## src/simproc_pkg.sv

```systemverilog
package simproc_pkg;

    typedef logic [7:0] word_t;
    typedef logic [7:0] addr_t;
    typedef logic [1:0] reg_idx_t;

    // Opcode lives in IR bits 3:0
    typedef enum logic [3:0] {
        OP_LOAD  = 4'b0000,
        OP_JUMP  = 4'b0001,
        OP_STORE = 4'b0010,
        OP_SHIFT = 4'b0011,
        OP_ADD   = 4'b0100,
        OP_BPZ   = 4'b0101,
        OP_SUB   = 4'b0110,
        OP_ORI   = 4'b0111,
        OP_NAND  = 4'b1000,
        OP_BNZ   = 4'b1001,
        OP_BZ    = 4'b1010
    } opcode_t;

    typedef enum logic [2:0] {
        ALU_ADD  = 3'b000,
        ALU_SUB  = 3'b001,
        ALU_OR   = 3'b010,
        ALU_NAND = 3'b011,
        ALU_SHL  = 3'b100,
        ALU_SHR  = 3'b101
    } alu_op_t;

    typedef enum logic [2:0] {
        IDLE,
        FETCH,
        DECODE,
        EXEC,
        WRITE,
        ORI_WB
    } cpu_state_t;

    typedef enum logic {
        WSEL_ALU = 1'b0,
        WSEL_MEM = 1'b1
    } wsel_t;

    localparam int       NUM_REGS     = 4;
    localparam int       MEM_DEPTH    = 256;
    localparam reg_idx_t ORI_REG      = 2'd0;

    // SHIFT and ORI decode on the low three bits only
    localparam logic [2:0] SHIFT_SUFFIX = 3'b011;
    localparam logic [2:0] ORI_SUFFIX   = 3'b111;

endpackage

```

## src/program_counter.sv

```systemverilog
`timescale 1ns/1ps

module program_counter
    import simproc_pkg::*;
(
    input  logic       clk,
    input  logic       rst,
    input  logic       pc_inc,
    input  logic       pc_branch,
    input  logic       pc_host_load,
    input  logic [3:0] offset,
    input  addr_t      host_val,
    output addr_t      pc
);

    addr_t offset_ext;

    // Branch offset is relative to the already incremented PC
    assign offset_ext = {{4{offset[3]}}, offset};

    always_ff @(posedge clk) begin
        if (rst) begin
            pc <= '0;
        end else if (pc_host_load) begin
            pc <= host_val;
        end else if (pc_inc) begin
            pc <= pc + 8'd1;
        end else if (pc_branch) begin
            pc <= pc + offset_ext;
        end
    end

    a_single_req: assert property (@(posedge clk) disable iff (rst)
        $onehot0({pc_inc, pc_branch, pc_host_load}))
        else $error("conflicting PC update requests");

endmodule

```

## config.mk

```make
export PLATFORM = sky130hd
export DESIGN_NAME = program_counter
export DESIGN_NICKNAME = d
export VERILOG_FILES = /design/src/simproc_pkg.sv /design/src/program_counter.sv
export SDC_FILE = /design/constraint.sdc
export NUM_CORES = 1
export LEC_CHECK = 0
export BUFFER_PORTS_ARGS = -buffer_cell sky130_fd_sc_hd__buf_2
export CORE_MARGIN = 5
export CORE_UTILIZATION = 46
export DETAILED_ROUTE_END_ITERATION = 6
export MAX_ROUTING_LAYER = met4
export PLACE_DENSITY = 0.78
export SLEW_MARGIN = 15
export SYNTH_ARGS = -nofsm -noshare
export SYNTH_HDL_FRONTEND = slang
export SYNTH_SLANG_ARGS = --single-unit
```

## constraint.sdc

```tcl
create_clock -name clk -period 2.8 [get_ports clk]
set_input_delay 0.42 -clock clk [delete_from_list [all_inputs] [get_ports clk]]
set_output_delay 0.42 -clock clk [all_outputs]
set_load 0.01 [all_outputs]
```

==> flow_metrics.env <==
export IMPL_run_status="complete, no violations"
export IMPL_min_from="host_val[1]"
export IMPL_synth_top_area_share_pct=25.7
export IMPL_vias=633
export IMPL_port_buffers=24
export IMPL_ioPinCount=25
export IMPL_dpl_cell_area_um2=759
export IMPL_rows=13
export IMPL_drive_gt1_share_pct=32.0
export IMPL_grt_setup_unrepaired="false"
export IMPL_drv_slew=0
export IMPL_largestRegisters="pc (8)"
export IMPL_largest_reg_flops=8
export IMPL_cp_data_required_time_ps=3000
export IMPL_synth_top_family_by_area="simple AND/OR/NAND/NOR gates"
export IMPL_cts_buffers=3
export IMPL_yosys_top_cells_area="dfxtp_1, ha_1, nand2_1"
export IMPL_syn_area_um2=624
export IMPL_final_common_cell="buf_2"
export IMPL_highest_layer="met3"
export IMPL_detail_route_wl_per_cell_um=11.9
export IMPL_area_growth_pct=25.3
export IMPL_die_area_um2=2190
export IMPL_start_util_pct=48.6
export IMPL_peakVddDrop_v=0.000207
export IMPL_synthMuxAreaShare_pct=3.21
export IMPL_synth_cell_types=32
export IMPL_netlist_top_cell_by_area="dfxtp_1"
export IMPL_fillCellCount=117
export IMPL_hold_class="in -> reg"
export IMPL_worstSetupStartpoint="pc_inc"
export IMPL_clk_latency_ps=250
export IMPL_yosys_area_share_simple_pct=34.1
export IMPL_async_flop_share_pct=0
export IMPL_clk_pin_slew_ps=50
export IMPL_final_cells=118
export IMPL_synth_compound_area_share_pct=20.8
export IMPL_fin_skew_ps=1.50
export IMPL_cap_violations=0
export IMPL_rr_startpoint="pc[1]"
export IMPL_worstSetupStartpointType="input port"
export IMPL_ctsHoldBuffers=0
export IMPL_endpoint_kind="register"
export IMPL_postLayoutCellArea_um2=782
export IMPL_power_density_nw_per_um2=398
export IMPL_ys_warnings_count=0
export IMPL_dp_final_hpwl_um=1140
export IMPL_grt_pass1_wl_um=2290
export IMPL_fp_coreArea_um2=1280
export IMPL_p_leak_nw=0.371
export IMPL_grt_total_usage_pct=15.1
export IMPL_fin_setup_tns_ps=0
export IMPL_die_w_um=46.8
export IMPL_period_share_pct=76.5
export IMPL_grt_max_degree=15
export IMPL_cts_tree="yes"
export IMPL_synth_xor_area_share_pct=2.81
export IMPL_hold_viol_final=0
export IMPL_final_nets=126
export IMPL_finalSetupViolCount=0
export IMPL_totalWireLength_um=1400
export IMPL_drt_iter0_markers=6
export IMPL_clk_path_buf_depth=2
export IMPL_largest_register="pc"
export IMPL_wl_met2_um=664
export IMPL_drc=0
export IMPL_first_global_vias=574
export IMPL_first_pass_iters=4
export IMPL_arrival_ps=2340
export IMPL_total_power_mw=0.311
export IMPL_final_core_util_pct=60.9
export IMPL_wl_met3_um=120
export IMPL_vias_per_cell=5.36
export IMPL_ys_seq_area_share_pct=25.7
export IMPL_cts_root_buf="clkbuf_4"
export IMPL_htree_levels=1
export IMPL_n_antenna_cell=0
export IMPL_fmax_mhz=467
export IMPL_max_slew_margin_rel_pct=79.2
export IMPL_syn_instance_count=78
export IMPL_antenna_found_initial=0
export IMPL_final_cell_mix="buf_2, nand2_1, nor2_1, dfxtp_1, a21oi_1"
export IMPL_cts_resized=0
export IMPL_clock_sinks=8
export IMPL_ys_ff_latch=8
export IMPL_finalCriticalPeriod_ps=2140
export IMPL_ant_nets=0
export IMPL_grt_overflow=0
export IMPL_worst_pin_slew_ps=308
export IMPL_synth_ff_type="dfxtp_1"
export IMPL_die_height_um=46.8
export IMPL_drt_met1_wl_um=614
export IMPL_cts_setup_buffers=0
export IMPL_placedCellCount=115
export IMPL_syn_nets=99
export IMPL_synth_avg_cell_area_um2=8.00
export IMPL_synth_edf_count=0
export IMPL_yosys_area_share_adder_pct=9.22
export IMPL_critPathKind="in -> reg"
export IMPL_path_max_fanout=6
export IMPL_place_congestion=0.786
-- Yosys cell counts, types with 2 or more instances --
| cell | count |
|---|---|
| nor2_1 | 8 |
| nor3_1 | 2 |
| or4b_4 | 2 |
| a21oi_1 | 5 |
| xnor2_1 | 2 |
| mux2i_1 | 2 |
| o21ai_0 | 2 |
| nor2b_1 | 2 |
| or3_1 | 2 |
| a211oi_1 | 3 |
| dfxtp_1 | 8 |
| nand3b_1 | 2 |
| nand2b_1 | 2 |
| o221ai_1 | 2 |
| clkbuf_1 | 3 |
| ha_1 | 3 |
| nand2_1 | 10 |
| inv_1 | 4 |
-- path summary, 6_finish.rpt --
kind / cells after the start / slack (ps) / endpoint
worst max-delay path: 9 / 660 / pc[7]
worst min-delay path: 3 / 400 / pc[1]
worst max register to register: 6 / 800 / pc[7]
worst min register to register: 2 / 580 / pc[6]
-- cells by family (layout without fill, tap and decap cells) --
kind of cell	after synthesis	after routing
compound gates	18	18
xor+xnor	2	2
fa+ha+maj	4	4
buf+inv	7	32
flops	8	8
mux	2	2
simple gates	37	37
-- metrics by stage --
step	setup WS (ps)	hold slack, ps
2_1_floorplan	442	564
3_3_place_gp	420	567
3_5_place_dp	384	575
4_1_cts	650	398
5_1_grt	510	411
6_report	658	401
-- power breakdown --
part	internal (mW)	leakage (nW)	switching, mW	total, mW
clock network	0.0491	0.0138	0.0395	0.0886
registers	0.124	0.0664	0.0102	0.134
logic	0.0442	0.291	0.0444	0.0886
-- worst max-delay path, cell delays in order --
cell and delay [ps]:
buf_2 120, nand2b_1 160, inv_1 60, ha_1 260
a21o_1 170, a21oi_1 160, or4b_4 490, a2111oi_2 360
a311o_1 140
-- metal layers --
metal  track usage [%]  vias up
li1                  -      333
met1              16.0      281
met2              25.5       19
met3              6.90        0
met4              3.31        0
met5                 -        -
-- cell type report --
cell class	instances	area (um2)	area share (%)
Clock buffer	3	22.5	2.88
Inverter	4	15.0	1.92
Multi-Input combinational cell	63	438	56.0
Sequential cell	8	160	20.5
Tap cell	15	18.8	2.40
Timing Repair Buffer	25	128	16.3
Power figures use the tool's default switching activity.
