## src/simproc_pkg.sv

```systemverilog
package simproc_pkg;

    typedef logic [7:0] word_t;
    typedef logic [7:0] addr_t;
    typedef logic [1:0] reg_idx_t;

    // Opcode lives in IR bits 3:0
    typedef enum logic [3:0] {
        OP_LOAD  = 4'b0000,
        OP_JUMP  = 4'b0001,
        OP_STORE = 4'b0010,
        OP_SHIFT = 4'b0011,
        OP_ADD   = 4'b0100,
        OP_BPZ   = 4'b0101,
        OP_SUB   = 4'b0110,
        OP_ORI   = 4'b0111,
        OP_NAND  = 4'b1000,
        OP_BNZ   = 4'b1001,
        OP_BZ    = 4'b1010
    } opcode_t;

    typedef enum logic [2:0] {
        ALU_ADD  = 3'b000,
        ALU_SUB  = 3'b001,
        ALU_OR   = 3'b010,
        ALU_NAND = 3'b011,
        ALU_SHL  = 3'b100,
        ALU_SHR  = 3'b101
    } alu_op_t;

    typedef enum logic [2:0] {
        IDLE,
        FETCH,
        DECODE,
        EXEC,
        WRITE,
        ORI_WB
    } cpu_state_t;

    typedef enum logic {
        WSEL_ALU = 1'b0,
        WSEL_MEM = 1'b1
    } wsel_t;

    localparam int       NUM_REGS     = 4;
    localparam int       MEM_DEPTH    = 256;
    localparam reg_idx_t ORI_REG      = 2'd0;

    // SHIFT and ORI decode on the low three bits only
    localparam logic [2:0] SHIFT_SUFFIX = 3'b011;
    localparam logic [2:0] ORI_SUFFIX   = 3'b111;

endpackage

```

## src/cpu_mem_if.sv

```systemverilog
`timescale 1ns/1ps

interface cpu_mem_if
    import simproc_pkg::*;
();

    addr_t addr;
    word_t wdata;
    logic  we;
    word_t rdata;

    modport cpu (
        output addr,
        output wdata,
        output we,
        input  rdata
    );

    modport mem (
        input  addr,
        input  wdata,
        input  we,
        output rdata
    );

endinterface

```

## src/dual_port_ram.sv

```systemverilog
`timescale 1ns/1ps

module dual_port_ram
    import simproc_pkg::*;
(
    input  logic   clk,
    input  addr_t  host_addr,
    input  word_t  host_wdata,
    input  logic   host_we,
    output word_t  host_rdata,

    cpu_mem_if.mem mem
);

    word_t ram [MEM_DEPTH];
    logic  collide;

    // Processor write wins when both ports hit one address
    assign collide = mem.we && (mem.addr == host_addr);

    always_ff @(posedge clk) begin
        if (mem.we) begin
            ram[mem.addr] <= mem.wdata;
        end
        if (host_we && !collide) begin
            ram[host_addr] <= host_wdata;
        end
    end

    assign mem.rdata  = ram[mem.addr];
    assign host_rdata = ram[host_addr];

endmodule

```

## src/flat_wrapper.sv

```systemverilog
// flat-port wrapper written by rule: the top's interface ports become plain ports
module dual_port_ram_flat import simproc_pkg::*;
  (clk, host_addr, host_wdata, host_we, host_rdata, mem_addr, mem_wdata, mem_we, mem_rdata);
  cpu_mem_if mem_i ();
  input  logic clk;
  input  addr_t host_addr;
  input  word_t host_wdata;
  input  logic host_we;
  output word_t host_rdata;
  input wire logic [$bits(mem_i.addr)-1:0] mem_addr;
  input wire logic [$bits(mem_i.wdata)-1:0] mem_wdata;
  input wire logic [$bits(mem_i.we)-1:0] mem_we;
  output wire logic [$bits(mem_i.rdata)-1:0] mem_rdata;
  assign mem_i.addr = mem_addr;
  assign mem_i.wdata = mem_wdata;
  assign mem_i.we = mem_we;
  assign mem_rdata = mem_i.rdata;
  dual_port_ram u_core (.clk(clk), .host_addr(host_addr), .host_wdata(host_wdata), .host_we(host_we), .host_rdata(host_rdata), .mem(mem_i));
endmodule
```

## config.mk

```make
export PLATFORM = sky130hd
export DESIGN_NAME = dual_port_ram_flat
export DESIGN_NICKNAME = d
export VERILOG_FILES = /design/src/simproc_pkg.sv /design/src/cpu_mem_if.sv /design/src/dual_port_ram.sv /design/src/flat_wrapper.sv
export SDC_FILE = /design/constraint.sdc
export NUM_CORES = 2
export LEC_CHECK = 0
export BUFFER_PORTS_ARGS = -buffer_cell sky130_fd_sc_hd__buf_4
export CORE_MARGIN = 8
export CORE_UTILIZATION = 50
export DETAILED_ROUTE_END_ITERATION = 12
export PLACE_DENSITY = 0.75
export SLEW_MARGIN = 20
export SYNTH_ARGS = -nofsm -noshare
export SYNTH_HDL_FRONTEND = slang
export SYNTH_SLANG_ARGS = --single-unit
```

## constraint.sdc

```tcl
create_clock -name clk -period 4.4 [get_ports clk]
set_input_delay 0.44 -clock clk [delete_from_list [all_inputs] [get_ports clk]]
set_output_delay 0.44 -clock clk [all_outputs]
set_load 0.02 [all_outputs]
```

==> out/qor.csv <==
stage,metric,value,unit
route,Detail Route Antenna Nets,0,
cts,clock root cell,clkbuf_16,
floorplanning,Core Box Area,242800,sq um
floorplanning,die footprint,259800,sq um
timing,Fin Setup TNS,-0.2826,ns
place,GP Congestion,1.035,
logic_synthesis,syn_area_per_cell,15.99,sq um
logic_synthesis,synthesized netlist net count,7655,
grt,Total GRT Usage,31.53,%
floorplanning,Starting Density,50.20,%
power,P_leak,0.04238,uW
hold_path,Worst Min Path Start,mem_wdata[1],
grt,GRT overflow,0,
timing,setup violators final,6,
cts,Sinks on Clock Net,2048,
power,Power per Cell Area,339.7,nW/um^2
cts,CTS Buffer Depth,3,
finish,final-stage net count,7560,
logic_synthesis,Seq cells post-synth,2048,
logic_synthesis,Netlist Area Pre-Place,121900,sq um
logic_synthesis,mux cell area share after synthesis,37.84,%
place,PortBufs,50,
timing,post-layout min period,4.510,ns
grt,vias in the first global route,80596,
route,DR DRC count,0,
hold_path,worst hold stages,2,
grt,first-pass GRT wire length,597300,microns
cts,Num CTS Buffers,217,
logic_synthesis,post-synthesis cell count,7620,
route,DRT iter0 DRCs,14073,
logic_synthesis,Post-Synth Adder-Cell Area,0,%
grt,largest net degree at the start of global routing,129,
grt,initial antenna violation count,13,
setup_path,"Arr. time, crit path",4.07,ns
finish,Top Registers,u_core.ram x2048,
cts,Post-CTS Setup Bufs,0,
setup_path,critical-path maximum fanout,2,
run_status,status,"finished, violations left",
logic_synthesis,"Seq/Total Area, Yosys",50.46,%
finish,Top reg by flops,u_core.ram,
setup_path,CP Launch Type,flip-flop,
timing,worst slew pin tran,1.256,ns
route,routed vias,82501,
timing,Final Cycle Share,102.5,%
finish,share of layout cells above drive strength 1,52.31,%
power,Max VDD drop,0.4547,mV
logic_synthesis,Netlist cell types,43,
setup_path,Critical Path End Type,primary output,
timing,final slew viol count,0,
setup_path,critical path class,reg -> out,
place,DP Worst Slack,-0.7148,ns
floorplanning,chip height,509.7,microns
floorplanning,Die Width,509.7,microns
timing,Fmax,0.2217,GHz
cts,cts hold-fix bufs,0,
route,vias per cell,7.543,
route,routed wire length,420400,microns
finish,max reg flops,2048,
run_status,failing checks,setup timing,
logic_synthesis,largest family of logic cells by synthesized area,multiplexers,
route,drt wl/cell,38.44,microns
cts,H-tree levels,4,
logic_synthesis,Compound-Gate Fraction of Synth Area,5.968,%
cts,"Clk pin slew, worst setup/hold paths",0.06,ns
logic_synthesis,Synth warnings,0,
finish,final core occ,56.01,%
timing,Final Hold Fails,0,
cts,CTS tree,done,
floorplanning,Ports,51,
hold_path,Worst Hold Class,in -> reg,
logic_synthesis,simple-gate portion of the synthesized area,2.352,%
hold_path,Hold Crit Endpoint,u_core.ram[1][1],
logic_synthesis,XOR/XNOR share of the synthesized area,0.05749,%
job,Max Cap Violations,0,
timing,worst relative slew slack,16.30,%
floorplanning,Row Count,181,
setup_path,CP required,3.96,ns
finish,Area Overhead vs Synth,11.57,%
place,HPWL after detailed placement,273000,microns
route,DRT Pass-1 Iters,8,
timing,setup ws final,-0.1097,ns
-- repair_timing --
action / in CTS / in global routing
pin swaps: 6 / 10
gates resized for setup: 32 / 23
gates cloned: 1 / 1
endpoints found under the setup margin: 10 / 9
-- synth_stat cells (all sizes together) --
cell type	n	share of area, %
edfxtp	2048	50
mux2	2048	19
mux4	1024	19
clkbuf	666	2.1
a22oi	512	3.2
buf	278	1.3
a21oi	256	1.1
nor2	175	0.92
o22ai	143	0.73
nand2	134	0.47
o21ai	96	0.39
o41ai	64	0.47
nand3	47	0.41
nor3	18	0.16
nand4	17	0.087
o21bai	17	0.10
or2	15	0.077
and2	14	0.072
nor2b	12	0.062
nand2b	10	0.051
xnor2	8	0.057
a311oi	4	0.029
o311ai	4	0.035
inv	3	0.0092
and3	2	0.010
or3	2	0.010
and4	1	0.0072
nor3b	1	0.010
or3b	1	0.0072
-- per-layer routing --
| layer | track usage, % | part of all wire, % |
|---|---|---|
| met4 | 19.44 | 7.6 |
| met2 | 47.58 | 45 |
| met1 | 40.39 | 34 |
| met5 | 0 | 0.0093 |
| met3 | 9.118 | 14 |
-- report_power, final --
group / leakage (uW) / switching [uW] / total, uW / internal [uW]
clock: 0.00352 / 8190 / 19100 / 10900
combinational: 0.0205 / 3310 / 5520 / 2210
sequential: 0.0184 / 44.1 / 21600 / 21500
-- cell usage in the layout, fill, tap and decap left out, drive strengths merged, types with 103 or more instances in the layout --
| master | count |
|---|---|
| o22ai | 143 |
| nor2 | 175 |
| buf | 628 |
| a22oi | 512 |
| clkinv | 103 |
| mux4 | 1024 |
| mux2 | 2048 |
| nand2 | 134 |
| edfxtp | 2048 |
| a21oi | 256 |
| clkbuf | 250 |
-- layout make-up --
| cell class | count | area, sq um |
|---|---|---|
| fill | 18463 | 106800 |
| sequential | 2048 | 61500 |
| multi-input combinational | 4625 | 56970 |
| timing repair buffer | 630 | 6140 |
| clock buffer | 249 | 5635 |
| tap | 3202 | 4006 |
| clock inverter | 159 | 1660 |
| antenna | 22 | 55.05 |
| inverter | 3 | 11.26 |
-- worst max-delay path, cell delays in order (launching register included) --
cell and delay [ns]:
edfxtp_1 0.44, mux4_2 0.48, a22oi_1 0.39, a21oi_1 0.31
o41ai_2 0.51, buf_4 0.20, nand4_1 0.35, buf_4 0.31
buf_4 0.16
-- how the worst max path moves through the flow --
stage / startpoint / endpoint / slack [ns] / cells after the start
global placement: mem_addr[0] / mem_rdata[6] / -0.81 / 11
global route: u_core.ram[124][4] / host_rdata[4] / -0.02 / 7
CTS: host_addr[1] / host_rdata[5] / 0.0004 / 9
detailed placement: mem_addr[0] / mem_rdata[4] / -0.71 / 11
floorplan: host_addr[1] / host_rdata[0] / 1.46 / 9
finish: u_core.ram[188][3] / host_rdata[3] / -0.11 / 8
-- logic make-up (layout without fill, tap and decap cells) --
family,after synthesis,in the layout
simple gates,449,449
compound gates,1096,1096
mux,3072,3072
flops,2048,2048
xor+xnor,8,8
other cells,0,22
buf+inv,947,1041
-- stage by stage --
step	instance area (sq um)	power [uW]	std cells	hold slack [ns]
after CTS	135700	45980	10914	0.2273
after detailed placement	128100	27260	10505	1.179
after floorplan	121900	25270	7620	0.8982
final	136000	46200	10938	0.2610
after global placement	128100	27140	10505	1.157
after global routing	135900	46980	10917	0.2788
(Power assumes the default switching activity.)
