[config.mk]
export PLATFORM = sky130hd
export DESIGN_NAME = host_port
export DESIGN_NICKNAME = d
export VERILOG_FILES = /design/src/simproc_pkg.sv /design/src/host_pkg.sv /design/src/host_port.sv
export SDC_FILE = /design/constraint.sdc
export NUM_CORES = 1
export LEC_CHECK = 0
export BUFFER_PORTS_ARGS = -buffer_cell sky130_fd_sc_hd__buf_2
export CAP_MARGIN = 20
export CORE_MARGIN = 2
export CORE_UTILIZATION = 31
export DETAILED_ROUTE_END_ITERATION = 16
export HOLD_SLACK_MARGIN = 0.12
export PLACE_DENSITY = 0.79
export SLEW_MARGIN = 25
export SYNTH_ARGS = -nofsm -noshare
export SYNTH_HDL_FRONTEND = slang
export SYNTH_SLANG_ARGS = --single-unit
[constraint.sdc]
create_clock -name clk -period 1.3 [get_ports clk]
set_clock_uncertainty 0.2 [all_clocks]
set_input_delay 0.13 -clock clk [delete_from_list [all_inputs] [get_ports clk]]
set_output_delay 0.13 -clock clk [all_outputs]
set_load 0.1 [all_outputs]
[src/simproc_pkg.sv]
package simproc_pkg;

    typedef logic [7:0] word_t;
    typedef logic [7:0] addr_t;
    typedef logic [1:0] reg_idx_t;

    // Opcode lives in IR bits 3:0
    typedef enum logic [3:0] {
        OP_LOAD  = 4'b0000,
        OP_JUMP  = 4'b0001,
        OP_STORE = 4'b0010,
        OP_SHIFT = 4'b0011,
        OP_ADD   = 4'b0100,
        OP_BPZ   = 4'b0101,
        OP_SUB   = 4'b0110,
        OP_ORI   = 4'b0111,
        OP_NAND  = 4'b1000,
        OP_BNZ   = 4'b1001,
        OP_BZ    = 4'b1010
    } opcode_t;

    typedef enum logic [2:0] {
        ALU_ADD  = 3'b000,
        ALU_SUB  = 3'b001,
        ALU_OR   = 3'b010,
        ALU_NAND = 3'b011,
        ALU_SHL  = 3'b100,
        ALU_SHR  = 3'b101
    } alu_op_t;

    typedef enum logic [2:0] {
        IDLE,
        FETCH,
        DECODE,
        EXEC,
        WRITE,
        ORI_WB
    } cpu_state_t;

    typedef enum logic {
        WSEL_ALU = 1'b0,
        WSEL_MEM = 1'b1
    } wsel_t;

    localparam int       NUM_REGS     = 4;
    localparam int       MEM_DEPTH    = 256;
    localparam reg_idx_t ORI_REG      = 2'd0;

    // SHIFT and ORI decode on the low three bits only
    localparam logic [2:0] SHIFT_SUFFIX = 3'b011;
    localparam logic [2:0] ORI_SUFFIX   = 3'b111;

endpackage

[src/host_pkg.sv]
package host_pkg;

    // Bit 8 clear selects memory, set selects registers
    typedef logic [8:0] host_addr_t;

    localparam host_addr_t ADDR_CTRL = 9'h100;
    localparam host_addr_t ADDR_PC   = 9'h101;

    // CTRL register layout
    localparam int CTRL_RUN_BIT    = 0;
    localparam int CTRL_STEP_BIT   = 1;
    localparam int CTRL_HALTED_BIT = 7;

endpackage

[src/host_port.sv]
`timescale 1ns/1ps

module host_port
    import simproc_pkg::*, host_pkg::*;
(
    input  logic       clk,
    input  logic       rst,
    input  logic       wb_cyc,
    input  logic       wb_stb,
    input  logic       wb_we,
    input  host_addr_t wb_adr,
    input  word_t      wb_dat_w,
    input  logic       halted,
    input  addr_t      pc,
    input  word_t      ram_rdata,

    output word_t      wb_dat_r,
    output logic       wb_ack,
    output addr_t      ram_addr,
    output word_t      ram_wdata,
    output logic       ram_we,
    output logic       run,
    output logic       pc_load,
    output addr_t      pc_load_val
);

    logic  access;
    logic  is_mem;
    logic  run_latch;
    logic  step_pulse;
    word_t ctrl_rd;
    word_t rd_val;

    // Strobe ignored during the ack cycle
    assign access = wb_cyc && wb_stb && !wb_ack;
    assign is_mem = !wb_adr[8];

    assign ram_addr    = wb_adr[7:0];
    assign ram_wdata   = wb_dat_w;
    assign ram_we      = access && wb_we && is_mem;
    assign pc_load     = access && wb_we && (wb_adr == ADDR_PC);
    assign pc_load_val = wb_dat_w;
    assign run         = run_latch || step_pulse;

    always_comb begin
        ctrl_rd                  = '0;
        ctrl_rd[CTRL_RUN_BIT]    = run_latch;
        ctrl_rd[CTRL_HALTED_BIT] = halted;
        if (is_mem) begin
            rd_val = ram_rdata;
        end else if (wb_adr == ADDR_CTRL) begin
            rd_val = ctrl_rd;
        end else if (wb_adr == ADDR_PC) begin
            rd_val = pc;
        end else begin
            rd_val = '0;
        end
    end

    always_ff @(posedge clk) begin
        if (rst) begin
            wb_ack     <= 1'b0;
            run_latch  <= 1'b0;
            step_pulse <= 1'b0;
        end else begin
            wb_ack     <= access;
            step_pulse <= 1'b0;
            if (access && wb_we && (wb_adr == ADDR_CTRL)) begin
                run_latch  <= wb_dat_w[CTRL_RUN_BIT];
                step_pulse <= wb_dat_w[CTRL_STEP_BIT];
            end
        end
    end

    always_ff @(posedge clk) begin
        if (access && !wb_we) begin
            wb_dat_r <= rd_val;
        end
    end

    a_ack_in_cycle: assert property (@(posedge clk) disable iff (rst)
        wb_ack |-> (wb_cyc && wb_stb))
        else $error("wb_ack high outside an active bus cycle");

endmodule

==> summary.md <==
| Metric | Value |
|---|---|
| Status | `complete, but fails checks` |
| Failing checks | `setup timing` |
| Antenna viol nets, final | `0` |
| Residual DRC count | `0` |
| Part of the cycle the worst path needs | `1.317` |
| Multi-input gate area | `307.8 sq um` |
| Core area | `2212 sq um` |
| Max Slew Vio Count | `0` |
| NetSw | `572.0 uW` |
| Area Overhead vs Synth | `126.2%` |
| Crit Path Category | `reg2out` |
| Initial antenna violation count | `0` |
| Sequential Area | `305.3 sq um` |
| Post-synthesis sequential area ratio | `0.4110` |
| Max Cap Viol | `0` |
| Worst path required time | `0.97 ns` |
| Total power | `1309 uW` |
| Hold Vio Cnt, Final | `0` |
| Total gr overflow | `0` |
| Power share of the clock group | `0.172` |
| Seq pwr share | `0.300` |
| Routed vias | `777` |
| Relative slew slack | `0.6722` |
| CP peak stage delay | `0.34 ns` |
| Cts bufs inserted | `3` |
| Synth Warn # | `0` |
| Internal power | `737.0 uW` |
| Hold slack | `0.08716 ns` |
| Fin worst setup slack | `-0.4126 ns` |
| Largest net degree at the start of global routing | `9` |
| Die area | `2762 sq um` |
| Cells after Synth | `67` |
| Critical-path cell list | `nand4b_1 > buf_4 > nor2_4 > buf_12` |
| Buffers on Ports | `56` |
| Total track usage | `0.1874` |
| Crit. End Element | `output pin` |
| CTS tree | `done` |
| Routability congestion estimate | `0.7080` |
| Clock Tree Buf Depth | `2` |
| Crit-path leading delay family | `buffers and inverters` |
| Pleak | `0.0007388 uW` |
| Fraction of layout cells with a size suffix above 1 | `0.6738` |
| Die width | `52.55 microns` |
| Switching Share | `0.4370` |
| Initial drt markers | `5` |
| Setup repair after global routing missed its margin | `yes` |
| Routed vias/inst | `4.598` |
| 1st-pass router iterations | `3` |
| Filler Cell Count | `140` |
| Nets | `181` |
| Chip height | `52.55 microns` |
| Period minus WS final | `1.713 ns` |
| Worst setup SP type | `register` |
| Top-Level Pins | `75` |
| Syn_area_per_cell | `10.91 sq um` |
| Number of cell rows | `17` |
| DR WL/cell | `14.34 microns` |
| Worst Path Max Fanout | `2` |
| Fmax | `0.5839 GHz` |
| Critical path's slowest cell | `dfxtp_4` |
| Logic pwr share | `0.528` |
| Syn nets | `106` |
| Worst endpoint data arrival time | `1.38 ns` |
| Worst Path Buf+Inv | `2` |
| Cts hold-fix bufs | `24` |
| Worst Hold Class | `in2reg` |
| VDD IR-drop max | `0.4734 mV` |
| Slew @ Worst Pin | `0.4950 ns` |
| CTS clk-pin slew, worst paths | `0.07 ns` |
| Clock root cell | `clkbuf_4` |
| Clock sink count | `11` |
| Cell Pwr Density | `792.0 nW/um^2` |
| Drt total wl | `2424 microns` |
| Synth unique cells | `22` |
| Vias in the first global route | `898` |
| CTS H-tree lvls | `1` |
| Hpwl dp | `1596 microns` |
| Setup violators final | `23` |
| Initial Util | `0.3303` |
| First-pass GRT wire length | `3795 microns` |
| Diode count | `0` |
| Clock Latency Late Sink | `0.25 ns` |
| Flops & latches, synth | `11` |
| Synthesized area | `730.7 sq um` |
worst min-delay path, cell delays in order:
cell and delay (ns):
buf_2 0.09, buf_4 0.11, nor2_4 0.06
flip-flops by register name (all words and copies together), names as in the netlist:
name	flops
run_latch	1
step_pulse	1
wb_ack	1
wb_dat_r	8
layout make-up:
type / instances / share of cell area
timing repair buffer: 94 / 0.5874
sequential: 11 / 0.1847
clock buffer: 4 / 0.01590
inverter: 2 / 0.004542
tap: 28 / 0.02120
multi-input combinational: 30 / 0.1862
through the flow:
step	cell area [sq um]	utilization	worst slack [ns]	cells	TNS [ns]
2_1_floorplan	759.5	-	-0.9547	67	-3.651
3_3_place_gp	1180	0.5334	-0.3916	133	-4.434
3_5_place_dp	1180	0.5334	-0.4068	133	-4.867
4_1_cts	1595	0.7212	-0.4024	167	-4.070
5_1_grt	1653	0.7472	-0.4325	169	-5.386
6_report	1653	0.7472	-0.4126	169	-4.384
worst paths after layout:
path / depth (start not counted) / endpoint / slack [ns] / start
worst max-delay path: 4 / ram_we / -0.41 / wb_ack
worst min-delay path: 3 / wb_dat_r[7] / 0.09 / wb_we
worst max register to register: 5 / run_latch / -0.36 / wb_ack
worst min register to register: 3 / run_latch / 0.52 / run_latch
synthesized netlist by cell type:
library cell   n  share of area
nand2b_1       1         0.0086
nor3_4         1          0.022
or2_1          1         0.0086
a31oi_1        2          0.017
inv_1          2          0.010
buf_4         24           0.25
or2b_2         1          0.012
mux2i_1        1          0.014
nor4_1         2          0.017
nor4_4         1          0.029
nand4b_1       1          0.012
dfxtp_1        3          0.082
or4_4          1          0.015
or2_2          1         0.0086
nand2_1        1         0.0051
nor2_1         4          0.021
and2_1         2          0.017
edfxtp_1       8           0.33
or4b_4         1          0.019
o2bb2ai_1      2          0.024
a22o_1         6          0.072
nand3b_1       1          0.010
repair_timing:
item,CTS,global route
buffers inserted,6,2
resized for setup,11,8
endpoints found under the setup margin,20,23
pin swaps,7,5
endpoints found under the hold margin,31,8
layer usage:
metal | global-route usage | wire (microns) | vias up
met5 | 0 | 0 | -
met2 | 0.3979 | 1396 | 50
li1 | - | - | 367
met3 | 0.03429 | 188 | 6
met1 | 0.1631 | 791 | 354
met4 | 0.07692 | 48 | 0
cell usage in the layout (no fill, tap or decap), types with 2 or more instances in the layout:
cell and instances:
edfxtp_1 8, or2_4 2, nor2_4 2, clkbuf_4 3, inv_1 2, buf_4 11, dlygate4sd3_1 18, a22o_1 6
a31oi_1 2, o2bb2ai_2 2, buf_12 23, buf_2 36, buf_6 6, nor4_4 3, and2_1 2
power by group through the flow:
stage / Sequential [uW] / Clock, uW / Combinational (uW)
2_1_floorplan: 461 / 0 / 397
3_3_place_gp: 400 / 0 / 423
3_5_place_dp: 400 / 0 / 429
4_1_cts: 393 / 234 / 677
5_1_grt: 393 / 243 / 711
6_report: 393 / 225 / 691
cells by family (layout without fill, tap and decap cells):
logic type	count (synthesis)	count (layout)	synth area share
multiplexers	1	1	0.01370
buffers and inverters	26	100	0.2568
AND/OR/NAND/NOR	19	19	0.2055
flip-flops	11	11	0.4110
AO/OA/AOI/OAI	10	10	0.1130
Note: power is estimated with default switching activity, not from simulation.
