### src/simproc_pkg.sv
package simproc_pkg;

    typedef logic [7:0] word_t;
    typedef logic [7:0] addr_t;
    typedef logic [1:0] reg_idx_t;

    // Opcode lives in IR bits 3:0
    typedef enum logic [3:0] {
        OP_LOAD  = 4'b0000,
        OP_JUMP  = 4'b0001,
        OP_STORE = 4'b0010,
        OP_SHIFT = 4'b0011,
        OP_ADD   = 4'b0100,
        OP_BPZ   = 4'b0101,
        OP_SUB   = 4'b0110,
        OP_ORI   = 4'b0111,
        OP_NAND  = 4'b1000,
        OP_BNZ   = 4'b1001,
        OP_BZ    = 4'b1010
    } opcode_t;

    typedef enum logic [2:0] {
        ALU_ADD  = 3'b000,
        ALU_SUB  = 3'b001,
        ALU_OR   = 3'b010,
        ALU_NAND = 3'b011,
        ALU_SHL  = 3'b100,
        ALU_SHR  = 3'b101
    } alu_op_t;

    typedef enum logic [2:0] {
        IDLE,
        FETCH,
        DECODE,
        EXEC,
        WRITE,
        ORI_WB
    } cpu_state_t;

    typedef enum logic {
        WSEL_ALU = 1'b0,
        WSEL_MEM = 1'b1
    } wsel_t;

    localparam int       NUM_REGS     = 4;
    localparam int       MEM_DEPTH    = 256;
    localparam reg_idx_t ORI_REG      = 2'd0;

    // SHIFT and ORI decode on the low three bits only
    localparam logic [2:0] SHIFT_SUFFIX = 3'b011;
    localparam logic [2:0] ORI_SUFFIX   = 3'b111;

endpackage

### src/cpu_control.sv
`timescale 1ns/1ps

module cpu_control
    import simproc_pkg::*;
(
    input  logic    clk,
    input  logic    rst,
    input  logic    run,
    input  logic    pc_load,
    input  word_t   ir,
    input  logic    n_flag,
    input  logic    z_flag,

    output logic    halted,
    output logic    pc_inc,
    output logic    pc_branch,
    output logic    pc_host_load,
    output logic    ir_load,
    output logic    ab_load,
    output logic    a_from_ori_reg,
    output logic    mdr_load,
    output logic    alu_load,
    output logic    flag_load,
    output logic    rf_write,
    output logic    mem_we,
    output logic    addr_from_pc,
    output alu_op_t alu_op,
    output logic [1:0] alu_b_sel,
    output wsel_t   wsel,
    output logic    rf_wsel_ori
);

    cpu_state_t state;
    cpu_state_t next_state;
    cpu_state_t retire_state;
    opcode_t    opcode;
    logic       is_shift;
    logic       is_ori;
    logic       branch_taken;

    assign opcode   = opcode_t'(ir[3:0]);
    assign is_shift = (ir[2:0] == SHIFT_SUFFIX);
    assign is_ori   = (ir[2:0] == ORI_SUFFIX);

    assign halted       = (state == IDLE);
    // Host may only move the PC while stopped
    assign pc_host_load = halted && pc_load;

    // Step pulse or run latch keeps fetching
    assign retire_state = run ? FETCH : IDLE;

    always_comb begin
        case (opcode)
            OP_BNZ:  branch_taken = !z_flag;
            OP_BPZ:  branch_taken = !n_flag;
            OP_BZ:   branch_taken = z_flag;
            OP_JUMP: branch_taken = 1'b1;
            default: branch_taken = 1'b0;
        endcase
    end

    always_comb begin
        next_state     = state;
        pc_inc         = 1'b0;
        pc_branch      = 1'b0;
        ir_load        = 1'b0;
        ab_load        = 1'b0;
        a_from_ori_reg = 1'b0;
        mdr_load       = 1'b0;
        alu_load       = 1'b0;
        flag_load      = 1'b0;
        rf_write       = 1'b0;
        mem_we         = 1'b0;
        addr_from_pc   = 1'b0;
        alu_op         = ALU_ADD;
        alu_b_sel      = 2'd0;
        wsel           = WSEL_ALU;
        rf_wsel_ori    = 1'b0;

        case (state)
            IDLE: begin
                if (run) begin
                    next_state = FETCH;
                end
            end

            FETCH: begin
                addr_from_pc = 1'b1;
                ir_load      = 1'b1;
                pc_inc       = 1'b1;
                next_state   = DECODE;
            end

            DECODE: begin
                ab_load    = 1'b1;
                next_state = EXEC;
            end

            EXEC: begin
                if (is_shift) begin
                    // IR bit 5 picks the direction
                    alu_op     = ir[5] ? ALU_SHL : ALU_SHR;
                    alu_b_sel  = 2'd1;
                    alu_load   = 1'b1;
                    flag_load  = 1'b1;
                    next_state = WRITE;
                end else if (is_ori) begin
                    ab_load        = 1'b1;
                    a_from_ori_reg = 1'b1;
                    next_state     = WRITE;
                end else begin
                    case (opcode)
                        OP_ADD, OP_SUB, OP_NAND: begin
                            alu_op = (opcode == OP_SUB)  ? ALU_SUB :
                                     (opcode == OP_NAND) ? ALU_NAND : ALU_ADD;
                            alu_load   = 1'b1;
                            flag_load  = 1'b1;
                            next_state = WRITE;
                        end
                        OP_LOAD: begin
                            mdr_load   = 1'b1;
                            next_state = WRITE;
                        end
                        OP_STORE: begin
                            mem_we     = 1'b1;
                            next_state = retire_state;
                        end
                        OP_BNZ, OP_BPZ, OP_BZ, OP_JUMP: begin
                            pc_branch  = branch_taken;
                            next_state = retire_state;
                        end
                        // Undefined opcodes fall through as no-ops
                        default: next_state = retire_state;
                    endcase
                end
            end

            WRITE: begin
                if (is_ori) begin
                    alu_op     = ALU_OR;
                    alu_b_sel  = 2'd2;
                    alu_load   = 1'b1;
                    flag_load  = 1'b1;
                    next_state = ORI_WB;
                end else begin
                    rf_write   = 1'b1;
                    wsel       = (opcode == OP_LOAD) ? WSEL_MEM : WSEL_ALU;
                    next_state = retire_state;
                end
            end

            ORI_WB: begin
                rf_write    = 1'b1;
                rf_wsel_ori = 1'b1;
                next_state  = retire_state;
            end

            default: next_state = IDLE;
        endcase
    end

    always_ff @(posedge clk) begin
        if (rst) begin
            state <= IDLE;
        end else begin
            state <= next_state;
        end
    end

    a_state_legal: assert property (@(posedge clk) disable iff (rst)
        state inside {IDLE, FETCH, DECODE, EXEC, WRITE, ORI_WB})
        else $error("cpu_control left the legal state set");

endmodule

### config.mk
export PLATFORM = sky130hd
export DESIGN_NAME = cpu_control
export DESIGN_NICKNAME = d
export VERILOG_FILES = /design/src/simproc_pkg.sv /design/src/cpu_control.sv
export SDC_FILE = /design/constraint.sdc
export NUM_CORES = 1
export LEC_CHECK = 0
export BUFFER_PORTS_ARGS = -buffer_cell sky130_fd_sc_hd__buf_2
export CAP_MARGIN = 20
export CORE_MARGIN = 4
export CORE_UTILIZATION = 35
export CTS_BUF_LIST = sky130_fd_sc_hd__clkbuf_8
export CTS_CLUSTER_DIAMETER = 60
export DETAILED_ROUTE_END_ITERATION = 8
export GPL_ROUTABILITY_DRIVEN = 1
export PLACE_DENSITY = 0.69
export RECOVER_POWER = 100
export SLEW_MARGIN = 20
export SYNTH_ARGS = -nofsm -noshare
export SYNTH_HDL_FRONTEND = slang
export SYNTH_SLANG_ARGS = --single-unit
### constraint.sdc
create_clock -name clk -period 3.9 [get_ports clk]
set_input_delay 0.585 -clock clk [delete_from_list [all_inputs] [get_ports clk]]
set_output_delay 0.585 -clock clk [all_outputs]
set_load 0.02 [all_outputs]
==> qor.txt, run 1 <==
RSZ-0062 raised after global routing: no
via count: 573
static leakage: 0.259 nW
row cnt: 13
initial antenna violation count: 0
largest net degree at the start of global routing: 14
hpwl dp: 933 um
vias per std cell: 5.46
total grt overflow: 0
DRT Pass-1 Iters: 4
cell taking the most area after synthesis: dfxtp_1
gr usage total: 13.1%
FF+latch count, synth: 3
Sum Neg Setup Slack: 0 ns
Iteration-0 DRC Markers: 8
total CTS buffers: 3
Syn Std Cell Area: 497 um2
Worst Path Required: 3.31 ns
hold buffers post-CTS: 0
Worst Tran Pin Value: 0.403 ns
final wirelength: 1250 um
Final Hold Vio Count: 0
Post-Synthesis Cells: 66
Netlist cell types: 34
pwr/cell area: 341 nW/um2
CTS max path bufs: 2
Nets: 105
ys async rst share: 0%
Non-Filler Instances: 105
fin area: 593 um2
Top reg by flops: state
r2r endpoint: state[2]$_SDFFE_PP0P_
hold endpoint: state[1]$_SDFFE_PP0P_
nature of the critical path startpoint: input port
antenna fix cells: 0
Core Util, Final: 45.0%
TritonCTS clock tree: built
clock latency on the worst-skew pair: 0.22 ns
outcome: completed
chip width: 45.7 um
placed inst area: 576 um2
share of cells above drive strength 1: 21.1%
slew margin rel.: 73.1%
clock-pin slew on the worst setup and hold paths: 0.03 ns
Min-Delay Startpoint: rst
clk sinks: 3
period utilization: 62.0%
max reg flops: 3
worst r2r path cells: 3
max-slew violations: 0
Placeable Area: 1320 um2
most instantiated cells after synthesis: nor2_1 (6), nor3_1 (6), buf_4 (5)
reg2reg start: state[0]$_SDFFE_PP0P_
vias in the first global route: 496
setup ws final: 1.48 ns
Layout Skew: 0.00297 ns
Hold Path Depth: 2
Port-buffer cells: 30
post-route antenna net violation count: 0
minimum clock period: 2.42 ns
top area cells in the synthesized netlist: dfxtp_1 (12%), buf_6 (9.1%), buf_4 (7.6%)
worst min-delay path class: in -> reg
Post-Syn Nets: 80
VDD IR max: 262 uV
Layout fillers: 155
top_reg_cell synth: dfxtp_1
post-CTS sizing: 0
H-tree depth: 1
Post-synth EDFFs: 0
Die H: 45.7 um
Arr. time, crit path: 1.83 ns
Place WS: 1.77 ns
Root Driver: clkbuf_8
final setup violation count: 0
Post-CTS Setup Bufs: 0
Crit Path Category: in -> out
worst-path maximum fanout: 11
sequential area share after synthesis: 12.1%
DRC Markers: 0
r2r setup slk: 2.59 ns
synth-to-layout area growth: 19.4%
routability congestion estimate: 0.786
placed instance count: 101
Wirelength per Cell: 11.9 um
max-cap viol count: 0
Max Freq: 414 MHz
biggest regs: state x3
Mapped Avg Cell Area: 7.53 um2
Die ar.: 2090 um2
Initial Util: 37.7%
Setup crit end kind: output port
I/O Pins: 34
first-pass GRT wire length: 2010 um
post-synth top area share: 12.1%
Syn. warnings: 0
[worst max-delay path by stage]
stage / to / from
floorplan: flag_load / ir[2]
finish: alu_load / ir[2]
detailed placement: alu_load / ir[0]
CTS: alu_load / state[2]$_SDFFE_PP0P_
global placement: wsel / ir[2]
global route: alu_load / ir[2]
[through the flow]
stage,power (mW),hold WS [ns]
2_1_floorplan,0.108,0.526
3_3_place_gp,0.118,0.626
3_5_place_dp,0.118,0.628
4_1_cts,0.209,0.540
5_1_grt,0.216,0.541
6_report,0.202,0.542
[final cells by class]
class	instances	area, um2	share of cell area [%]
Inverter	1	3.75	0.633
Clock inverter	1	3.75	0.633
Timing Repair Buffer	30	126	21.3
Sequential cell	3	60.1	10.1
Tap cell	15	18.8	3.16
Clock buffer	3	41.3	6.96
Multi-Input combinational cell	52	339	57.2
[placed cells by master, fill, tap and decap left out, types with 2 or more instances in the layout]
master,netlist,final
buf_2,0,11
nor3_1,6,6
o21ai_0,2,2
nor3b_1,2,2
inv_1,1,2
clkbuf_1,0,19
nor2_1,6,7
nand3_1,3,3
or3_1,2,2
and2_1,2,2
and3b_1,1,2
clkbuf_8,0,3
a21oi_1,4,4
dfxtp_1,3,3
o21bai_1,2,2
nand2_1,4,4
[worst max-delay path: stages]
cell and delay, ns:
clkbuf_1 0.31, nand3_1 0.27, nor2_1 0.24, o21bai_1 0.16, clkbuf_1 0.26
[cells by family after synthesis]
logic type	share of synthesized area, %
compound gates	23.2
buf+inv	18.9
simple gates	41.8
mux	2.27
flops	12.1
xor+xnor	1.76
[power by group]
| group | total [mW] | switching (mW) | internal [mW] |
|---|---|---|---|
| Clock | 0.0887 | 0.0216 | 0.0671 |
| Combinational | 0.0679 | 0.0426 | 0.0253 |
| Sequential | 0.0457 | 0.0111 | 0.0346 |
[routing by layer]
metal / track usage (%) / up-vias / wire length (um)
li1: - / 286 / -
met1: 15.7 / 251 / 519
met2: 20.9 / 32 / 538
met3: 2.37 / 4 / 162
met4: 8.77 / 0 / 32
met5: 0 / - / 0
(Power assumes the default switching activity.)
==> run 2, diff against run 1 <==
Settings changed: ABC_AREA from default to 1, CORE_AREA from default to 4 4 41 43, CORE_MARGIN 4 to default, CORE_UTILIZATION 35 to default, DIE_AREA from default to 0 0 45 47, PLACE_DENSITY 0.69 to 0.68.
Clock period 3.9 ns to 2.35 ns, I/O delays scaled along.
==> qor.txt, run 2 <==
slew margin rel.: 80.2%
Wirelength per Cell: 9.96 um
top_reg_cell synth: dfxtp_1
Arr. time, crit path: 1.59 ns
post-CTS sizing: 0
Port-buffer cells: 30
period utilization: 82.7%
total CTS buffers: 3
Worst Tran Pin Value: 0.296 ns
biggest regs: state x3
H-tree depth: 1
clock-pin slew on the worst setup and hold paths: 0.03 ns
chip width: 45 um
synth-to-layout area growth: 33.7%
max-slew violations: 0
Nets: 119
worst min-delay path class: in -> reg
nature of the critical path startpoint: flop
Setup crit end kind: output port
Worst Path Required: 2.00 ns
TritonCTS clock tree: built
hpwl dp: 1010 um
via count: 558
Synth Area in Adders: 0%
routability congestion estimate: 0.824
Final Hold Vio Count: 0
Crit path max-delay family: simple AND/OR/NAND/NOR gates
DRC Markers: 0
final wirelength: 1190 um
FF+latch count, synth: 3
Top reg by flops: state
ys async rst share: 0%
cell taking the most area after synthesis: nand2_1
Critical Path Source: state[1]$_SDFFE_PP0P_
pwr/cell area: 529 nW/um2
Placeable Area: 1300 um2
Post-CTS Setup Bufs: 0
Mapped Avg Cell Area: 5.74 um2
total grt overflow: 0
vias in the first global route: 499
Post-Synthesis Cells: 75
hold buffers post-CTS: 0
gr usage total: 11.7%
I/O Pins: 34
Netlist cell types: 22
Initial Util: 33.1%
clock latency on the worst-skew pair: 0.21 ns
largest net degree at the start of global routing: 9
final setup violation count: 0
initial antenna violation count: 0
RSZ-0062 raised after global routing: no
static leakage: 0.268 nW
VDD IR max: 309 uV
setup ws final: 0.407 ns
vias per std cell: 4.69
post-route antenna net violation count: 0
Place WS: 0.705 ns
first-pass GRT wire length: 1880 um
max-cap viol count: 0
Critical Path Most Common Cell: nand2_1
DRT Pass-1 Iters: 4
Crit Path Category: reg -> out
slowest stage delay, CP: 0.44 ns
minimum clock period: 1.94 ns
mux contribution to synthesized area: 0%
Crit-path slowest cell: dfxtp_1
clk sinks: 3
CTS max path bufs: 2
outcome: completed
Die H: 47 um
critical path, cell by cell: nand2_1 -> nor2_1 -> nand2_1 -> o21ai_1 -> clkbuf_1
Post-Syn Nets: 89
Iteration-0 DRC Markers: 10
commonest cells after routing, fill and taps aside: nand2_1 (19), clkbuf_1 (17), nor2_1 (14)
reg2reg start: state[1]$_SDFFE_PP0P_
Post-synth EDFFs: 0
Crit path buffers/inverters: 1
Max Freq: 515 MHz
Syn. warnings: 0
r2r setup slk: 1.10 ns
XOR/XNOR Fraction of Synth Area: 0%
sequential area share after synthesis: 14.0%
commonest non-fill, non-tap cell in the layout: nand2_1
row cnt: 13
Min-Delay Startpoint: rst
antenna fix cells: 0
post-synthesis compound-gate area fraction: 15.7%
max reg flops: 3
top area cells in the synthesized netlist: nand2_1 (16%), dfxtp_1 (14%), nor2_1 (11%)
most instantiated cells after synthesis: nand2_1 (18), nor2_1 (13), buf_4 (5), inv_1 (5), nand3_1 (5)
Layout Skew: 0.00178 ns
Sum Neg Setup Slack: 0 ns
Post-Synth Simple-Gate Area: 54.1%
top-count cell post-synth: nand2_1
Syn Std Cell Area: 430 um2
post-synth top area share: 15.7%
Core Util, Final: 44.2%
share of cells above drive strength 1: 24.0%
Die ar.: 2120 um2
Root Driver: clkbuf_8
worst-path maximum fanout: 7
largest family of logic cells by synthesized area: simple AND/OR/NAND/NOR gates
## run 2: cell count changes after synthesis, moves of 3 or more
cell,delta
o21ai_1,+3
inv_1,+4
nand2_1,+14
nor2_4,+3
buf_6,-4
nor2_1,+7
## run 2: cell type report
cell class / instances / area [um2]
fillers: 173 / 726
clock buffers: 3 / 41.3
multi-input cells: 59 / 290
inverters: 8 / 32.5
flip-flops and latches: 3 / 60.1
repair buffers: 30 / 129
clock inverters: 1 / 3.75
well taps: 15 / 18.8
## run 2: routing by layer
layer	global-route usage (%)	vias to the layer above	wire, um
met1	13.3	232	458
li1	-	298	-
met5	0	-	0
met2	20.9	28	575
met4	3.51	0	0
met3	3.83	0	151
## run 2: worst paths after layout
| path | endpoint | cells past startpoint |
|---|---|---|
| worst max register to register | state[2]$_SDFFE_PP0P_ | 6 |
| worst min register to register | state[1]$_SDFFE_PP0P_ | 3 |
| worst min-delay path | state[2]$_SDFFE_PP0P_ | 2 |
| worst max-delay path | flag_load | 5 |
## run 2: kinds of logic after synthesis
family	Yosys count
AOI/OAI and AO/OA	11
buffers and inverters	13
DFF	3
and+or+nand+nor	48
## run 2: stage by stage
stage                     cell area (um2)  power, mW  cells  hold WS, ns
final                                 576      0.304    119        0.331
after global routing                  576      0.329    119        0.334
after CTS                             607      0.316    119        0.331
after detailed placement              562      0.171    115        0.550
after global placement                562      0.169    115        0.548
after floorplan                       430      0.142     75        0.415
## run 2: power breakdown
group | switching (mW) | total [mW] | internal [mW]
Clock | 0.0304 | 0.141 | 0.111
Combinational | 0.0699 | 0.100 | 0.0303
Sequential | 0.00667 | 0.0629 | 0.0563
Total | 0.107 | 0.304 | 0.197
==> run 3, diff against run 2 <==
Settings changed: ABC_AREA 1 to 0, CORE_AREA 4 4 41 43 to default, CORE_MARGIN from default to 4, CORE_UTILIZATION from default to 35, DIE_AREA 0 0 45 47 to default, PLACE_DENSITY 0.68 to 0.69.
Clock period 2.35 ns to 2 ns, I/O delays scaled along.
==> qor.txt, run 3 (synthesis gave the netlist of run 1 again) <==
vias in the first global route: 450
reg2reg start: state[0]$_SDFFE_PP0P_
Top reg by flops: state
share of cells above drive strength 1: 26.4%
initial antenna violation count: 0
largest net degree at the start of global routing: 14
Crit Path Category: reg -> out
vias per std cell: 5.17
H-tree depth: 1
total CTS buffers: 3
max-cap viol count: 0
Crit path buffers/inverters: 1
Min-Delay Startpoint: rst
row cnt: 13
Layout Skew: 0.00202 ns
final wirelength: 1200 um
clk sinks: 3
met1 Use GR: 14.8%
Reg power frac: 21.5%
period utilization: 93.2%
nature of the critical path startpoint: flop
worst min-delay path class: in -> reg
static leakage: 0.275 nW
final setup violation count: 0
Iteration-0 DRC Markers: 4
first-pass GRT wire length: 1810 um
CTS max path bufs: 2
switch share: 35.8%
Post-CTS Setup Bufs: 0
Placeable Area: 1320 um2
Layout fillers: 161
routability congestion estimate: 0.789
pwr/cell area: 642 nW/um2
GR peak layer: met2
Initial Util: 37.7%
hold buffers post-CTS: 0
max reg flops: 3
max-slew violations: 0
Worst Path Required: 1.70 ns
met2 GRT Util: 18.4%
VDD IR max: 388 uV
RSZ-0062 raised after global routing: no
gr usage total: 11.4%
clock latency on the worst-skew pair: 0.21 ns
clock-pin slew on the worst setup and hold paths: 0.03 ns
commonest cells after routing, fill and taps aside: clkbuf_1 (16), buf_2 (13), nor3_1 (6), nor2_1 (6)
Port-buffer cells: 30
antenna fix cells: 0
biggest regs: state x3
Die H: 45.7 um
Wirelength per Cell: 11.3 um
Final Hold Vio Count: 0
Place WS: 0.282 ns
total grt overflow: 0
synth-to-layout area growth: 21.7%
outcome: completed
Comb power frac: 36.2%
P_sw: 0.139 mW
worst-path maximum fanout: 10
via count: 548
Pint: 0.249 mW
Crit path max-delay family: simple AND/OR/NAND/NOR gates
Crit-path slowest cell: or3b_4
minimum clock period: 1.86 ns
clock group share of total power: 42.3%
Arr. time, crit path: 1.56 ns
total power: 0.388 mW
Die ar.: 2090 um2
slowest stage delay, CP: 0.45 ns
Max Freq: 536 MHz
post-route antenna net violation count: 0
Sum Neg Setup Slack: 0 ns
commonest non-fill, non-tap cell in the layout: clkbuf_1
Critical Path Source: state[1]$_SDFFE_PP0P_
hpwl dp: 962 um
Nets: 106
DRC Markers: 0
critical path, cell by cell: or3b_4 -> nor2_2 -> o21bai_1 -> clkbuf_2
Root Driver: clkbuf_8
TritonCTS clock tree: built
DRT Pass-1 Iters: 3
chip width: 45.7 um
Worst Tran Pin Value: 0.356 ns
I/O Pins: 34
setup ws final: 0.136 ns
Setup crit end kind: output port
met3 Use GR: 2.77%
slew margin rel.: 76.2%
==> run 3: cell types whose count changed in the layout (fill, tap and decap cells not counted), sizes merged, moves of 2 or more <==
cell / previous run / this run
nand2: 19 / 4
nor2: 18 / 7
inv: 9 / 2
a21oi: 3 / 5
and2: 0 / 2
and3b: 0 / 2
nand3: 5 / 3
nor3: 4 / 6
nor3b: 0 / 2
o21ai: 4 / 2
or3: 0 / 2
==> run 3: layer usage <==
metal	up-vias	share of wire, %	routed length, um
li1	291	-	-
met1	233	46	549
met2	24	43	515
met3	0	11	131
met4	0	0	0
met5	-	0	0
==> run 3: per-stage QoR <==
stage / std cells / util [%] / cell area [um2] / hold slack, ns
finish: 106 / 45.9 / 604 / 0.267
global route: 106 / 45.9 / 604 / 0.271
CTS: 106 / 47.7 / 628 / 0.265
detailed placement: 102 / 44.3 / 583 / 0.482
global placement: 102 / 44.3 / 583 / 0.479
floorplan: 66 / - / 497 / 0.377
==> run 3: final cells by class <==
| class | count | area (um2) | area share (%) |
|---|---|---|---|
| multi-input cells | 52 | 340 | 56.3 |
| repair buffers | 31 | 135 | 22.4 |
| flip-flops and latches | 3 | 61.3 | 10.1 |
| clock buffers | 3 | 41.3 | 6.83 |
| well taps | 15 | 18.8 | 3.11 |
| clock inverters | 1 | 3.75 | 0.621 |
| inverters | 1 | 3.75 | 0.621 |
==> run 3: what timing repair did <==
| action | 4_1_cts | 5_1_grt |
|---|---|---|
| endpoints found under the setup margin | 0 | 2 |
| endpoints found under the hold margin | 0 | 0 |
| resized for setup | 0 | 1 |
==> run 3: power by group through the flow <==
| stage | combinational, mW | sequential, mW | clock, mW |
|---|---|---|---|
| floorplan | 0.140 | 0.0709 | 0 |
| global placement | 0.149 | 0.0844 | 0 |
| detailed placement | 0.150 | 0.0846 | 0 |
| CTS | 0.151 | 0.0838 | 0.168 |
| global route | 0.155 | 0.0854 | 0.177 |
| finish | 0.140 | 0.0834 | 0.164 |
==> run 3: worst paths after layout <==
path | to | slack [ns] | cells after the start
hold reg to reg | state[1]$_SDFFE_PP0P_ | 0.54 | 1
setup / recovery | alu_load | 0.14 | 4
hold / removal | state[1]$_SDFFE_PP0P_ | 0.27 | 2
setup reg to reg | state[0]$_SDFFE_PP0P_ | 0.69 | 4
